<file path="src/procyon_system_pkg.sv">
//**********************************************************
// Shared definitions for the memory subsystem.
// Bus and SRAM widths, the SRAM window, access timing,
// and the common types and enums.
//**********************************************************

package procyon_system_pkg;

    // Wishbone bus geometry.
    localparam int WB_DATA_WIDTH = 32;
    localparam int WB_ADDR_WIDTH = 32;
    localparam int WB_SEL_WIDTH  = 4;

    // external asynchronous SRAM geometry, one half-word per address.
    localparam int SRAM_DATA_WIDTH = 16;
    localparam int SRAM_ADDR_WIDTH = 18;

    // cycles that oe_n or we_n is held low for one half-word.
    localparam int SRAM_STROBE_CYCLES = 2;
    localparam int STROBE_CNT_WIDTH   = $clog2(SRAM_STROBE_CYCLES + 1);

    typedef logic [WB_DATA_WIDTH-1:0]   wb_data_t;
    typedef logic [WB_ADDR_WIDTH-1:0]   wb_addr_t;
    typedef logic [WB_SEL_WIDTH-1:0]    wb_sel_t;
    typedef logic [SRAM_DATA_WIDTH-1:0] sram_data_t;
    typedef logic [SRAM_ADDR_WIDTH-1:0] sram_addr_t;

    // the window starts at the base and covers the whole SRAM in bytes (512 KiB).
    localparam wb_addr_t SRAM_BASE_ADDR  = 32'h0000_0000;
    localparam wb_addr_t SRAM_SIZE_BYTES =
        wb_addr_t'((2 ** SRAM_ADDR_WIDTH) * (SRAM_DATA_WIDTH / 8));

    typedef enum logic {
        SRAM_READ  = 1'b0,
        SRAM_WRITE = 1'b1
    } sram_op_t;

    typedef enum logic [1:0] {
        PHY_IDLE   = 2'b00,
        PHY_SETUP  = 2'b01,
        PHY_STROBE = 2'b10
    } phy_state_t;

endpackage

</file>
<file path="src/sram_req_if.sv">
//**********************************************************
// Half-word request channel from the Wishbone SRAM slave
// to the SRAM pin sequencer.
//**********************************************************

`timescale 1ns/10ps

interface sram_req_if;

    import procyon_system_pkg::*;

    logic       req;
    sram_op_t   op;
    sram_addr_t addr;
    sram_data_t wdata;
    logic       ub;
    logic       lb;
    sram_data_t rdata;
    logic       done;

    modport master (
        output req, op, addr, wdata, ub, lb,
        input  rdata, done
    );

    modport slave (
        input  req, op, addr, wdata, ub, lb,
        output rdata, done
    );

endinterface

</file>
<file path="src/wb_if.sv">
//**********************************************************
// Wishbone classic bus between the command master and
// the SRAM slave.
//**********************************************************

`timescale 1ns/10ps

interface wb_if;

    import procyon_system_pkg::*;

    logic     cyc;
    logic     stb;
    logic     we;
    wb_sel_t  sel;
    wb_addr_t addr;
    wb_data_t dat_m2s;
    wb_data_t dat_s2m;
    logic     ack;

    modport master (
        output cyc, stb, we, sel, addr, dat_m2s,
        input  dat_s2m, ack
    );

    modport slave (
        input  cyc, stb, we, sel, addr, dat_m2s,
        output dat_s2m, ack
    );

endinterface
</file>
<file path="src/dut.sv">
//**********************************************************
// Memory subsystem top level.
// Connects the Wishbone command master, the SRAM slave
// and the pin sequencer to the request port and pins.
//**********************************************************

`timescale 1ns/10ps

module dut (
    input  logic                           clk,
    input  logic                           i_rst,

    // request port standing in for the processor core.
    input  logic                           i_req,
    input  logic                           i_req_we,
    input  procyon_system_pkg::wb_sel_t    i_req_sel,
    input  procyon_system_pkg::wb_addr_t   i_req_addr,
    input  procyon_system_pkg::wb_data_t   i_req_wdata,
    output logic                           o_busy,
    output logic                           o_done,
    output procyon_system_pkg::wb_data_t   o_rd_data,

    // SRAM pins, the data bus split into its two directions.
    output procyon_system_pkg::sram_addr_t o_sram_addr,
    input  procyon_system_pkg::sram_data_t i_sram_dq,
    output procyon_system_pkg::sram_data_t o_sram_dq,
    output logic                           o_sram_ce_n,
    output logic                           o_sram_oe_n,
    output logic                           o_sram_we_n,
    output logic                           o_sram_ub_n,
    output logic                           o_sram_lb_n
);

    wb_if       wb_bus ();
    sram_req_if sram_req ();

    wb_cmd_master wb_cmd_master_inst (
        .clk(clk),
        .i_rst(i_rst),
        .i_req(i_req),
        .i_req_we(i_req_we),
        .i_req_sel(i_req_sel),
        .i_req_addr(i_req_addr),
        .i_req_wdata(i_req_wdata),
        .o_busy(o_busy),
        .o_done(o_done),
        .o_rd_data(o_rd_data),
        .wb(wb_bus.master)
    );

    sram_top sram_top_inst (
        .clk(clk),
        .i_rst(i_rst),
        .wb(wb_bus.slave),
        .phy(sram_req.master)
    );

    sram_phy sram_phy_inst (
        .clk(clk),
        .i_rst(i_rst),
        .phy(sram_req.slave),
        .o_sram_addr(o_sram_addr),
        .i_sram_dq(i_sram_dq),
        .o_sram_dq(o_sram_dq),
        .o_sram_ce_n(o_sram_ce_n),
        .o_sram_oe_n(o_sram_oe_n),
        .o_sram_we_n(o_sram_we_n),
        .o_sram_ub_n(o_sram_ub_n),
        .o_sram_lb_n(o_sram_lb_n)
    );

endmodule

</file>
<file path="src/sram_phy.sv">
//**********************************************************
// SRAM pin sequencer.
// Runs one half-word access on the asynchronous SRAM as a
// setup cycle followed by the oe_n or we_n strobe.
//**********************************************************

`timescale 1ns/10ps

module sram_phy (
    input  logic                           clk,
    input  logic                           i_rst,
    sram_req_if.slave                      phy,
    output procyon_system_pkg::sram_addr_t o_sram_addr,
    input  procyon_system_pkg::sram_data_t i_sram_dq,
    output procyon_system_pkg::sram_data_t o_sram_dq,
    output logic                           o_sram_ce_n,
    output logic                           o_sram_oe_n,
    output logic                           o_sram_we_n,
    output logic                           o_sram_ub_n,
    output logic                           o_sram_lb_n
);

    import procyon_system_pkg::*;

    phy_state_t                  state;
    logic [STROBE_CNT_WIDTH-1:0] strobe_cnt;
    logic                        strobe_last;
    logic                        active;
    sram_op_t                    op_q;
    sram_addr_t                  addr_q;
    sram_data_t                  wdata_q;
    logic                        ub_q;
    logic                        lb_q;

    assign strobe_last = (strobe_cnt == STROBE_CNT_WIDTH'(SRAM_STROBE_CYCLES - 1));
    assign active      = (state != PHY_IDLE);

    always_ff @(posedge clk) begin
        if (i_rst) begin
            state      <= PHY_IDLE;
            strobe_cnt <= '0;
        end else begin
            case (state)
                PHY_IDLE: begin
                    if (phy.req) begin
                        state <= PHY_SETUP;
                    end
                end
                PHY_SETUP: begin
                    strobe_cnt <= '0;
                    state      <= PHY_STROBE;
                end
                PHY_STROBE: begin
                    if (strobe_last) begin
                        state <= PHY_IDLE;
                    end else begin
                        strobe_cnt <= strobe_cnt + 1'b1;
                    end
                end
                default: state <= PHY_IDLE;
            endcase
        end
    end

    // address, data and lanes stay put for the whole access.
    always_ff @(posedge clk) begin
        if (state == PHY_IDLE && phy.req) begin
            op_q    <= phy.op;
            addr_q  <= phy.addr;
            wdata_q <= phy.wdata;
            ub_q    <= phy.ub;
            lb_q    <= phy.lb;
        end
    end

    assign o_sram_addr = addr_q;
    assign o_sram_ce_n = !active;
    assign o_sram_oe_n = !(state == PHY_STROBE && op_q == SRAM_READ);
    assign o_sram_we_n = !(state == PHY_STROBE && op_q == SRAM_WRITE);
    assign o_sram_ub_n = !(active && ub_q);
    assign o_sram_lb_n = !(active && lb_q);

    // only meaningful while we_n is low, which also marks the driving direction.
    assign o_sram_dq = wdata_q;

    // the slave samples the pins on the done edge, the last strobe cycle.
    assign phy.rdata = i_sram_dq;
    assign phy.done  = (state == PHY_STROBE) && strobe_last;

    assert property (@(posedge clk) disable iff (i_rst)
        !(!o_sram_oe_n && !o_sram_we_n));
    assert property (@(posedge clk) disable iff (i_rst)
        (!o_sram_oe_n || !o_sram_we_n) |-> !o_sram_ce_n);

endmodule

</file>
<file path="src/sram_top.sv">
//**********************************************************
// Wishbone slave for a 16-bit asynchronous SRAM.
// Decodes the window, splits each word into half-word
// accesses and assembles the read data.
//**********************************************************

`timescale 1ns/10ps

module sram_top (
    input  logic       clk,
    input  logic       i_rst,
    wb_if.slave        wb,
    sram_req_if.master phy
);

    import procyon_system_pkg::*;

    typedef enum logic [1:0] {
        ST_IDLE  = 2'b00,
        ST_LOWER = 2'b01,
        ST_UPPER = 2'b10,
        ST_ACK   = 2'b11
    } top_state_t;

    top_state_t                 state;
    logic                       req_q;
    wb_data_t                   rdata_q;
    wb_addr_t                   wb_offset;
    logic                       in_window;
    logic [SRAM_ADDR_WIDTH-2:0] word_idx;
    logic                       lower_sel;
    logic                       upper_sel;
    logic                       cur_upper;

    // the subtraction wraps below the base, so one compare covers both ends.
    assign wb_offset = wb.addr - SRAM_BASE_ADDR;
    assign in_window = (wb_offset < SRAM_SIZE_BYTES);
    assign word_idx  = wb_offset[SRAM_ADDR_WIDTH:2];
    assign lower_sel = |wb.sel[1:0];
    assign upper_sel = |wb.sel[3:2];
    assign cur_upper = (state == ST_UPPER);

    always_ff @(posedge clk) begin
        if (i_rst) begin
            state <= ST_IDLE;
            req_q <= 1'b0;
        end else begin
            req_q <= 1'b0;
            case (state)
                ST_IDLE: begin
                    if (wb.cyc && wb.stb) begin
                        if (!in_window || !(lower_sel || upper_sel)) begin
                            state <= ST_ACK;
                        end else if (lower_sel) begin
                            state <= ST_LOWER;
                            req_q <= 1'b1;
                        end else begin
                            state <= ST_UPPER;
                            req_q <= 1'b1;
                        end
                    end
                end
                ST_LOWER: begin
                    if (phy.done) begin
                        if (upper_sel) begin
                            state <= ST_UPPER;
                            req_q <= 1'b1;
                        end else begin
                            state <= ST_ACK;
                        end
                    end
                end
                ST_UPPER: begin
                    if (phy.done) begin
                        state <= ST_ACK;
                    end
                end
                default: state <= ST_IDLE;
            endcase
        end
    end

    // halves that are never read stay zero.
    always_ff @(posedge clk) begin
        if (state == ST_IDLE) begin
            rdata_q <= '0;
        end else if (phy.done && !wb.we) begin
            if (cur_upper) begin
                rdata_q[SRAM_DATA_WIDTH +: SRAM_DATA_WIDTH] <= phy.rdata;
            end else begin
                rdata_q[0 +: SRAM_DATA_WIDTH] <= phy.rdata;
            end
        end
    end

    // the request fields follow the current half; the bus holds them stable.
    assign phy.req   = req_q;
    assign phy.op    = wb.we ? SRAM_WRITE : SRAM_READ;
    assign phy.addr  = {word_idx, cur_upper};
    assign phy.wdata = cur_upper ? wb.dat_m2s[SRAM_DATA_WIDTH +: SRAM_DATA_WIDTH]
                                 : wb.dat_m2s[0 +: SRAM_DATA_WIDTH];
    assign phy.ub    = cur_upper ? wb.sel[3] : wb.sel[1];
    assign phy.lb    = cur_upper ? wb.sel[2] : wb.sel[0];

    assign wb.ack     = (state == ST_ACK);
    assign wb.dat_s2m = rdata_q;

    assert property (@(posedge clk) disable iff (i_rst) wb.ack |-> wb.stb);
    assert property (@(posedge clk) disable iff (i_rst)
        phy.req |=> (!phy.req until phy.done));

endmodule

</file>
<file path="src/wb_cmd_master.sv">
//**********************************************************
// Wishbone command master.
// Turns one request from the top level into one classic
// Wishbone cycle and hands back the result.
//**********************************************************

`timescale 1ns/10ps

module wb_cmd_master (
    input  logic                        clk,
    input  logic                        i_rst,
    input  logic                        i_req,
    input  logic                        i_req_we,
    input  procyon_system_pkg::wb_sel_t  i_req_sel,
    input  procyon_system_pkg::wb_addr_t i_req_addr,
    input  procyon_system_pkg::wb_data_t i_req_wdata,
    output logic                        o_busy,
    output logic                        o_done,
    output procyon_system_pkg::wb_data_t o_rd_data,
    wb_if.master                        wb
);

    import procyon_system_pkg::*;

    typedef enum logic {
        MST_IDLE     = 1'b0,
        MST_WAIT_ACK = 1'b1
    } mst_state_t;

    mst_state_t state;
    logic       cyc_q;
    logic       stb_q;
    logic       we_q;
    wb_sel_t    sel_q;
    wb_addr_t   addr_q;
    wb_data_t   wdata_q;

    always_ff @(posedge clk) begin
        if (i_rst) begin
            state  <= MST_IDLE;
            cyc_q  <= 1'b0;
            stb_q  <= 1'b0;
            o_busy <= 1'b0;
            o_done <= 1'b0;
        end else begin
            o_done <= 1'b0;

            // busy stays up through the done cycle and drops right after it.
            if (o_done) begin
                o_busy <= 1'b0;
            end

            case (state)
                MST_IDLE: begin
                    if (i_req) begin
                        state  <= MST_WAIT_ACK;
                        cyc_q  <= 1'b1;
                        stb_q  <= 1'b1;
                        o_busy <= 1'b1;
                    end
                end
                MST_WAIT_ACK: begin
                    if (wb.ack) begin
                        state  <= MST_IDLE;
                        cyc_q  <= 1'b0;
                        stb_q  <= 1'b0;
                        o_done <= 1'b1;
                    end
                end
                default: state <= MST_IDLE;
            endcase
        end
    end

    // the request is held on the bus unchanged until the slave acks it.
    always_ff @(posedge clk) begin
        if (state == MST_IDLE && i_req) begin
            we_q    <= i_req_we;
            sel_q   <= i_req_sel;
            addr_q  <= i_req_addr;
            wdata_q <= i_req_wdata;
        end

        if (state == MST_WAIT_ACK && wb.ack && !we_q) begin
            o_rd_data <= wb.dat_s2m;
        end
    end

    assign wb.cyc     = cyc_q;
    assign wb.stb     = stb_q;
    assign wb.we      = we_q;
    assign wb.sel     = sel_q;
    assign wb.addr    = addr_q;
    assign wb.dat_m2s = wdata_q;

    assert property (@(posedge clk) disable iff (i_rst) i_req |-> !o_busy);
    assert property (@(posedge clk) disable iff (i_rst) wb.stb |-> wb.cyc);

endmodule

</file>
<file path="config.mk">
export PLATFORM = sky130hd
export DESIGN_NAME = dut
export DESIGN_NICKNAME = d
export VERILOG_FILES = /design/src/procyon_system_pkg.sv /design/src/sram_req_if.sv /design/src/wb_if.sv /design/src/dut.sv /design/src/sram_phy.sv /design/src/sram_top.sv /design/src/wb_cmd_master.sv
export SDC_FILE = /design/constraint.sdc
export NUM_CORES = 1
export LEC_CHECK = 0
export ABC_CLOCK_PERIOD_IN_PS = 5100
export BUFFER_PORTS_ARGS = -buffer_cell sky130_fd_sc_hd__buf_2
export CAP_MARGIN = 0
export CELL_PAD_IN_SITES_DETAIL_PLACEMENT = 1
export CELL_PAD_IN_SITES_GLOBAL_PLACEMENT = 1
export CORE_MARGIN = 2
export CORE_UTILIZATION = 31
export CTS_BUF_LIST = sky130_fd_sc_hd__clkbuf_16
export DETAILED_ROUTE_END_ITERATION = 6
export PLACE_DENSITY = 0.58
export SYNTH_ARGS = -nofsm -noshare
export SYNTH_HDL_FRONTEND = slang
export SYNTH_SLANG_ARGS = --single-unit
</file>
<file path="constraint.sdc">
create_clock -name clk -period 5.1 [get_ports clk]
set_input_delay 0.765 -clock clk [delete_from_list [all_inputs] [get_ports clk]]
set_output_delay 0.765 -clock clk [all_outputs]
set_load 0.01 [all_outputs]
</file>
======== Word level (Yosys, flattened, before mapping) ========
Index checks and enable logic that the tools add are counted.
storage, ports and cells
  logic and storage cells ................. 103
  output and inout bits ................... 73
  bits in registers ....................... 181
  bits of input ports ..................... 88
operators by class
  reduce and logical (&&, ||, !) cells .... 33
  add/sub/neg operators ................... 1
  bitwise logic cells ..................... 3
  $lt $le $gt $ge ......................... 1
  multiplexer cells ....................... 31
  eq/ne operators ......................... 14
operators with widths
  cell                    count
  $lt A32 B20 Y1 const B  1
  $mux W1                 16
  $mux W16                1
  $mux W2                 8
  $pmux W2 S3             2
  $logic_and A1 B1 Y1     10
  $ne A2 B1 Y1 const B    5
  $reduce_and A2 Y1       5
  $logic_not A1 Y1        8
  $eq A2 B1 Y1 const B    3
  $eq A2 B2 Y1 const B    3
  $ne A2 B2 Y1 const B    3
  $pmux W1 S2             3
  $reduce_or A2 Y1        3
  $logic_not A2 Y1        2
  $pmux W2 S2             1
  $reduce_bool A2 Y1      2
  $not A1 Y1              3
  $reduce_and A3 Y1       1
  $add A2 B1 Y2 const B   1
  $logic_or A1 B1 Y1      2

======== Longest topological paths before layout ========
Gate-level depths: netlist of run 1.
  word-level depth ........................ 7
  depth in mapped cells ................... 8
  gate-level depth less buffers ........... 6

======== By module ========
A second synthesis of run 1 with hierarchy kept.
second synthesis, totals
  cell total of the unflattened synthesis .. 414
  area, all modules ....................... 6407.4 um2
modules (own cells, without submodules)
  module         cells each  area an instance (um2)  seq. area each (um2)  times used
  wb_cmd_master  117         3181.8                  3113.0                1
  sram_top       215         1755.4                  700.7                 1
  sram_phy       82          1470.2                  1191.1                1

======== Least setup slack after synthesis of run 1 ========
Ideal clock, no wire load.
  kind .................................... input-to-reg
  from .................................... in i_req
  to ...................................... reg wb_cmd_master_inst.addr_q[10], in the netlist wb_cmd_master_inst.wb.addr[10] (enable)
  setup time .............................. 0.422 ns
  data required time ...................... 4.678 ns
  arrival ................................. 2.170 ns
  buffers on the path ..................... 0
  stages on the path ...................... 2
  slack ................................... 2.508 ns
  cell sequence ........................... nand2b_1 > inv_1
between the ends
  word-level cells in the longest chain between the ends .. 1
RTL lines
  what                    RTL line             source
  start: declaration      dut.sv:14            input logic i_req,
  $logic_and A1 B1 Y1     wb_cmd_master.sv:77  if (state == MST_IDLE && i_req) begin
  end signal: assignment  wb_cmd_master.sv:80  addr_q <= i_req_addr;
  end: declaration        wb_cmd_master.sv:35  wb_addr_t addr_q;
Every way passes these cells.
A chain may end at the register's enable or synchronous reset.

======== Worst setup path after layout of run 1 ========
  from .................................... reg sram_phy_inst.state[1]
  to ...................................... out o_sram_oe_n
between the ends
  word-level cells in the longest chain between the ends .. 3
RTL lines
  what                      RTL line        source
  start: declaration        sram_phy.sv:25  phy_state_t state;
  start signal: assignment  sram_phy.sv:40  state <= PHY_IDLE;
  start signal: assignment  sram_phy.sv:46  state <= PHY_SETUP;
  start signal: assignment  sram_phy.sv:51  state <= PHY_STROBE;
  $eq A2 B2 Y1              sram_phy.sv:78  assign o_sram_oe_n = !(state == PHY_STROBE && op_q == SRAM_READ);
  $logic_and A1 B1 Y1       sram_phy.sv:78
  $logic_not A1 Y1          sram_phy.sv:78
  end: declaration          dut.sv:28       output logic o_sram_oe_n,
Every way passes these cells.

==> results of run 1 <==
layout by cell type (no fill, tap or decap), types with 3 or more instances in the layout:
cell,count
buf_2,158
nand2b_1,3
nor2b_1,3
ha_1,5
clkbuf_16,18
nor4_1,3
nand2_1,68
nor2_1,12
dfxtp_1,43
mux2i_1,3
buf_4,4
a21oi_1,36
o21ai_0,4
clkinv_2,3
edfxtp_1,136
inv_1,4
inv_6,5
mux2_2,18
layout make-up:
class	count	area share, %
antenna	1	0.03221
clock buffer	18	5.798
clock inverter	14	1.900
inverter	4	0.1933
multi-input combinational	178	13.59
sequential	179	63.65
tap	265	4.268
timing repair buffer	162	10.57
synth_stat cells, drive strengths merged:
cell     instances  area (um^2)
edfxtp         136         4084
nand2           68        255.2
dfxtp           43        860.8
a21oi           36        180.2
mux2            18        202.7
nor2            13        48.80
buf              9        60.06
clkbuf           6        22.52
ha               5        62.56
inv              4        15.01
o21ai            4        20.02
mux2i            3        30.03
nand2b           3        18.77
nand3b           3        35.03
nor2b            3        18.77
nor3             3        20.02
nor4             3        18.77
o211ai           2        15.01
or3b             2        17.52
a2111oi          1        15.01
a211o            1        8.760
a2bb2oi          1        8.760
and2             1        6.260
nand4            1        6.260
nor3b            1        18.77
o21a             1        7.510
o31ai            1        7.510
o32a             1        10.01
or2              1        6.260
or3              1        6.260
or4              1        7.510
through the flow:
stage,utilization (%),instances,cell area [um^2]
global placement,36.95,788,7168
floorplan,-,376,6095
detailed placement,36.95,788,7168
finish,40.05,821,7769
CTS,40.03,820,7766
global route,40.03,820,7766
power breakdown:
| part | switching, mW | internal (mW) | total (mW) |
|---|---|---|---|
| clock network | 0.570 | 0.759 | 1.33 |
| logic | 0.151 | 0.106 | 0.257 |
| registers | 0.0181 | 1.63 | 1.65 |
| total | 0.739 | 2.50 | 3.23 |
state kept, by name, summed over array words and instances (netlist names), 4 cells and up:
register and count:
wb_cmd_master_inst.wb.sel 4, sram_phy_inst.o_sram_dq 16, wb_cmd_master_inst.wb.addr 30, wb_cmd_master_inst.o_rd_data 32, wb_cmd_master_inst.wb.dat_m2s 32, sram_top_inst.wb.dat_s2m 32
sram_phy_inst.o_sram_addr 18
worst register-to-register path, delay by kind of cell, from the launching register on:
kind / cells / cell delay [ns]
compound gates: 1 / 0.16
flops: 1 / 0.37
fa+ha+maj: 1 / 0.20
buf+inv: 2 / 0.33
simple gates: 2 / 1.12
kinds of logic (layout without fill, tap and decap cells):
family | count (synthesis) | in the layout
other cells | 0 | 1
flops | 179 | 179
fa+ha+maj | 5 | 5
compound gates | 48 | 48
buf+inv | 19 | 198
mux | 21 | 21
simple gates | 104 | 104
worst min path at each step:
stage | endpoint | slack (ns) | startpoint
after CTS | sram_phy_inst.o_sram_addr[3]$_DFFE_PP_ | 0.42 | wb_cmd_master_inst.wb.addr[4]$_DFFE_PP_
final | sram_phy_inst.o_sram_addr[6]$_DFFE_PP_ | 0.42 | wb_cmd_master_inst.wb.addr[7]$_DFFE_PP_
after detailed placement | sram_phy_inst.o_sram_addr[3]$_DFFE_PP_ | 0.41 | wb_cmd_master_inst.wb.addr[4]$_DFFE_PP_
after floorplan | sram_phy_inst.o_sram_addr[10]$_DFFE_PP_ | 0.40 | wb_cmd_master_inst.wb.addr[11]$_DFFE_PP_
after global routing | sram_phy_inst.o_sram_addr[3]$_DFFE_PP_ | 0.43 | wb_cmd_master_inst.wb.addr[4]$_DFFE_PP_
after global placement | sram_phy_inst.o_sram_addr[15]$_DFFE_PP_ | 0.40 | wb_cmd_master_inst.wb.addr[16]$_DFFE_PP_
layer usage:
layer | vias to the layer above | global-route usage [%] | wire [um]
met5 | - | 0 | 13
met4 | 2 | 4.599 | 117
met3 | 13 | 6.887 | 1465
met2 | 136 | 19.40 | 5771
met1 | 1696 | 14.87 | 5341
li1 | 1702 | - | -
==> results.json, run 1 <==
{
  "status": "finished, final reports clean",
  "hold_viol_final": 0,
  "critPathRequiredTime_ns": 4.34,
  "syn_nets": 469,
  "hold_buffers": 0,
  "critical_path.cell_chain": "or3b_2 -> buf_2",
  "numClockSinks": 179,
  "fin_worst_skew_ns": 0.008478,
  "cts.clk_slew.worst_paths_ns": 0.06,
  "fill_cells": 2067,
  "slew_viol_final": 0,
  "gp_congestion": 0.7179,
  "grt_use_total_pct": 12.58,
  "die_w_um": 144.2,
  "fin_hold_ws_ns": 0.4171,
  "postSynthAreaPerCell_um2": 16.21,
  "cts_tree": "yes",
  "synth_xor_area_share_pct": 0,
  "via_per_inst": 4.323,
  "rsz0062_at_grt": "no",
  "cp_num_cells": 2,
  "grt_max_degree": 43,
  "ys_ff_latch": 179,
  "path_max_fanout": 10,
  "dpl_worst_slack_ns": 2.652,
  "die_h_um": 144.2,
  "synth_fa_ha_area_share_pct": 1.026,
  "cp-endpoint": "o_sram_oe_n",
  "ios": 161,
  "end_kind": "primary output",
  "cts_repair_resize_count": 0,
  "insertion_delay_ns": 0.42,
  "crit_buf_inv": 1,
  "root_buffer": "clkbuf_16",
  "yosysSeqAreaShare_pct": 81.13,
  "drcViolationCount": 0,
  "r2r_start": "sram_top_inst.state[0]$_SDFFE_PP0P_",
  "p_per_area_mw_per_mm2": 416.3,
  "syn_inst": 376,
  "syn2layout_area_growth_pct": 27.47,
  "fin_setup_tns_ns": 0,
  "synth_cell_types": 36,
  "cts.htree.levels": 4,
  "register_area_mm2": 0.004945,
  "fmax_mhz": 416.4,
  "vias": 3549,
  "drt_iter0_drc": 134,
  "drive_above_1_share_pct": 39.46,
  "period_share_pct": 47.09,
  "setup_viol": 0,
  "hold_path_depth": 0,
  "dp_hpwl_um": 8659,
  "synthMuxAreaShare_pct": 3.819,
  "rows": 51,
  "crit_start": "sram_phy_inst.state[1]$_SDFFE_PP0P_",
  "dr.pass1.iters": 4,
  "synth_top_family_by_area": "simple AND/OR/NAND/NOR gates",
  "multi_input_area_mm2": 0.001056,
  "total_power_mw": 3.234,
  "r2r_setup_slack_ns": 2.87,
  "initial_core_util_pct": 31.42,
  "cts_buffers": 17,
  "max_stage_delay_ns": 0.59,
  "routedWlPerCell_um": 15.48,
  "critPathSlowestCell": "dfxtp_1",
  "grt_pass1_vias": 3725,
  "synth_compound_area_share_pct": 4.475,
  "reg2reg_depth": 6,
  "worst_slack_ns": 2.698,
  "wl_um": 12710,
  "portBuffers": 158,
  "cap_violations": 0,
  "slew_headroom_pct": 27.16,
  "synth-simple-area-share_pct": 7.945,
  "clk_path_buf_depth": 2,
  "crit_family": "flip-flops",
  "grt_pass1_wl_um": 19420,
  "peakVddDrop_uv": 215.6,
  "die_area_mm2": 0.02080,
  "ys_warn_count": 0,
  "rr_endpoint": "sram_top_inst.wb.dat_s2m[10]$_SDFFE_PP0P_",
  "worst_pin_slew_ns": 1.087,
  "cp-start-kind": "flip-flop",
  "antenna_found_initial": 2,
  "core_mm2": 0.01940,
  "p_leak_nw": 2.852,
  "post-cts-setup-buffers": 0,
  "num-nets-final": 635,
  "crit_type": "reg -> out",
  "min_period_ns": 2.402,
  "grt_overflow_total": 0,
  "crit_arrival_ns": 1.64,
  "syn_area_mm2": 0.006095,
  "min_path_type": "reg -> reg",
  "ant_nets": 0
}
No activity file was read; power rests on OpenSTA's default activity.
==> inputs of run 2 (changes only) <==
ABC_CLOCK_PERIOD_IN_PS = 2250   (was 5100)
clock period = 2.25 ns   (was 5.1 ns; I/O delays follow)
==> results.json, run 2 (same netlist as run 1, synthesis figures left out) <==
{
  "rsz0062_at_grt": "no",
  "path_max_fanout": 16,
  "cp-start-kind": "flip-flop",
  "peakVddDrop_uv": 525.8,
  "num-nets-final": 640,
  "ios": 161,
  "cts.htree.levels": 4,
  "wl_met1_um": 5311,
  "setup_viol": 0,
  "numClockSinks": 179,
  "period_share_pct": 86.94,
  "grt_overflow_total": 0,
  "fmax_mhz": 511.2,
  "p_leak_nw": 2.901,
  "gp_congestion": 0.7095,
  "grt_pass1_vias": 3926,
  "die_area_mm2": 0.02080,
  "ant_nets": 0,
  "antenna_found_initial": 5,
  "initial_core_util_pct": 31.42,
  "worst_pin_slew_ns": 0.9905,
  "drt_iter0_drc": 195,
  "post-cts-setup-buffers": 0,
  "cts_tree": "yes",
  "wl_um": 13130,
  "die_w_um": 144.2,
  "critPathRequiredTime_ns": 2.54,
  "hold_viol_final": 0,
  "cap_violations": 0,
  "syn2layout_area_growth_pct": 28.60,
  "die_h_um": 144.2,
  "final_area_mm2": 0.007838,
  "drive_above_1_share_pct": 38.93,
  "end_kind": "flip-flop",
  "fin_setup_tns_ns": 0,
  "portBuffers": 158,
  "layout_common_cells": "158 x buf_2, 136 x edfxtp_1, 68 x nand2_1",
  "dp_hpwl_um": 9129,
  "vias": 3646,
  "crit_arrival_ns": 2.25,
  "slew_viol_final": 0,
  "met2_length_um": 6152,
  "crit_type": "reg -> reg",
  "min_period_ns": 1.956,
  "rows": 51,
  "grt_max_degree": 39,
  "routedWlPerCell_um": 15.87,
  "root_buffer": "clkbuf_16",
  "cts.clk_slew.worst_paths_ns": 0.07,
  "slew_headroom_pct": 33.97,
  "via_per_inst": 4.409,
  "p_per_area_mw_per_mm2": 937.2,
  "fin_worst_skew_ns": 0.01394,
  "highest_layer": "met5",
  "final_common_cell": "buf_2",
  "core_mm2": 0.01940,
  "status": "finished, final reports clean",
  "min_path_type": "in -> reg",
  "grt_pass1_wl_um": 20030,
  "insertion_delay_ns": 0.42,
  "hold_buffers": 0,
  "clk_path_buf_depth": 2,
  "dr.pass1.iters": 4,
  "cts_buffers": 17,
  "cts_repair_resize_count": 0,
  "drcViolationCount": 0,
  "wl_met3_um": 1452,
  "grt_use_total_pct": 12.94,
  "placed_area_mm2": 0.007231
}
-- run 2: power by group --
group | leakage [nW] | switching (mW) | internal, mW
Sequential | 1.61 | 0.0411 | 3.70
Combinational | 0.975 | 0.357 | 0.255
Clock | 0.315 | 1.20 | 1.79
Total | 2.90 | 1.60 | 5.75
-- run 2: stage by stage --
step                setup WS [ns]  hold slack, ns  util [%]  cells  power [mW]
finish                     0.2939         0.08265     40.40    827       7.345
global route               0.1841         0.05867     40.39    826       7.645
CTS                        0.2790         0.06163     40.38    825       7.454
detailed placement         0.3182          0.4057     37.27    793       4.436
global placement           0.3953          0.4007     37.27    793       4.403
floorplan                 0.03554          0.4003         -    376       4.196
-- run 2: path summary, 6_finish.rpt --
kind	start	end	slack, ns	cells past startpoint
max reg2reg	sram_phy_inst.strobe_cnt[0]$_SDFFE_PP0P_	sram_top_inst.wb.dat_s2m[29]$_SDFFE_PP0P_	0.29	5
min	i_req_wdata[18]	wb_cmd_master_inst.wb.dat_m2s[18]$_DFFE_PP_	0.08	1
min reg2reg	wb_cmd_master_inst.wb.addr[10]$_DFFE_PP_	sram_phy_inst.o_sram_addr[9]$_DFFE_PP_	0.42	0
max	sram_phy_inst.strobe_cnt[0]$_SDFFE_PP0P_	sram_top_inst.wb.dat_s2m[29]$_SDFFE_PP0P_	0.29	5
-- run 2: routing by layer --
metal  GRT usage, %  vias to the layer above
li1               -                     1715
met1          14.08                     1763
met2          21.45                      142
met3          6.722                       22
met4          5.110                        4
met5              0                        -
-- run 2: cell type report --
type	instances	area, um^2
Fill cell	2041	11560
Sequential cell	179	4945
Multi-Input combinational cell	178	1056
Inverter	4	15.01
Tap cell	265	331.6
Timing Repair Buffer	167	883.3
Antenna cell	2	5.005
Clock buffer	18	450.4
Clock inverter	14	151.4
-- run 2: worst max-delay path: stages, from the launching register on --
cell and delay (ns):
dfxtp_1 0.39, ha_1 0.31, nand3b_4 0.18, or3b_1 0.68
nand2_1 0.19, a21oi_1 0.09
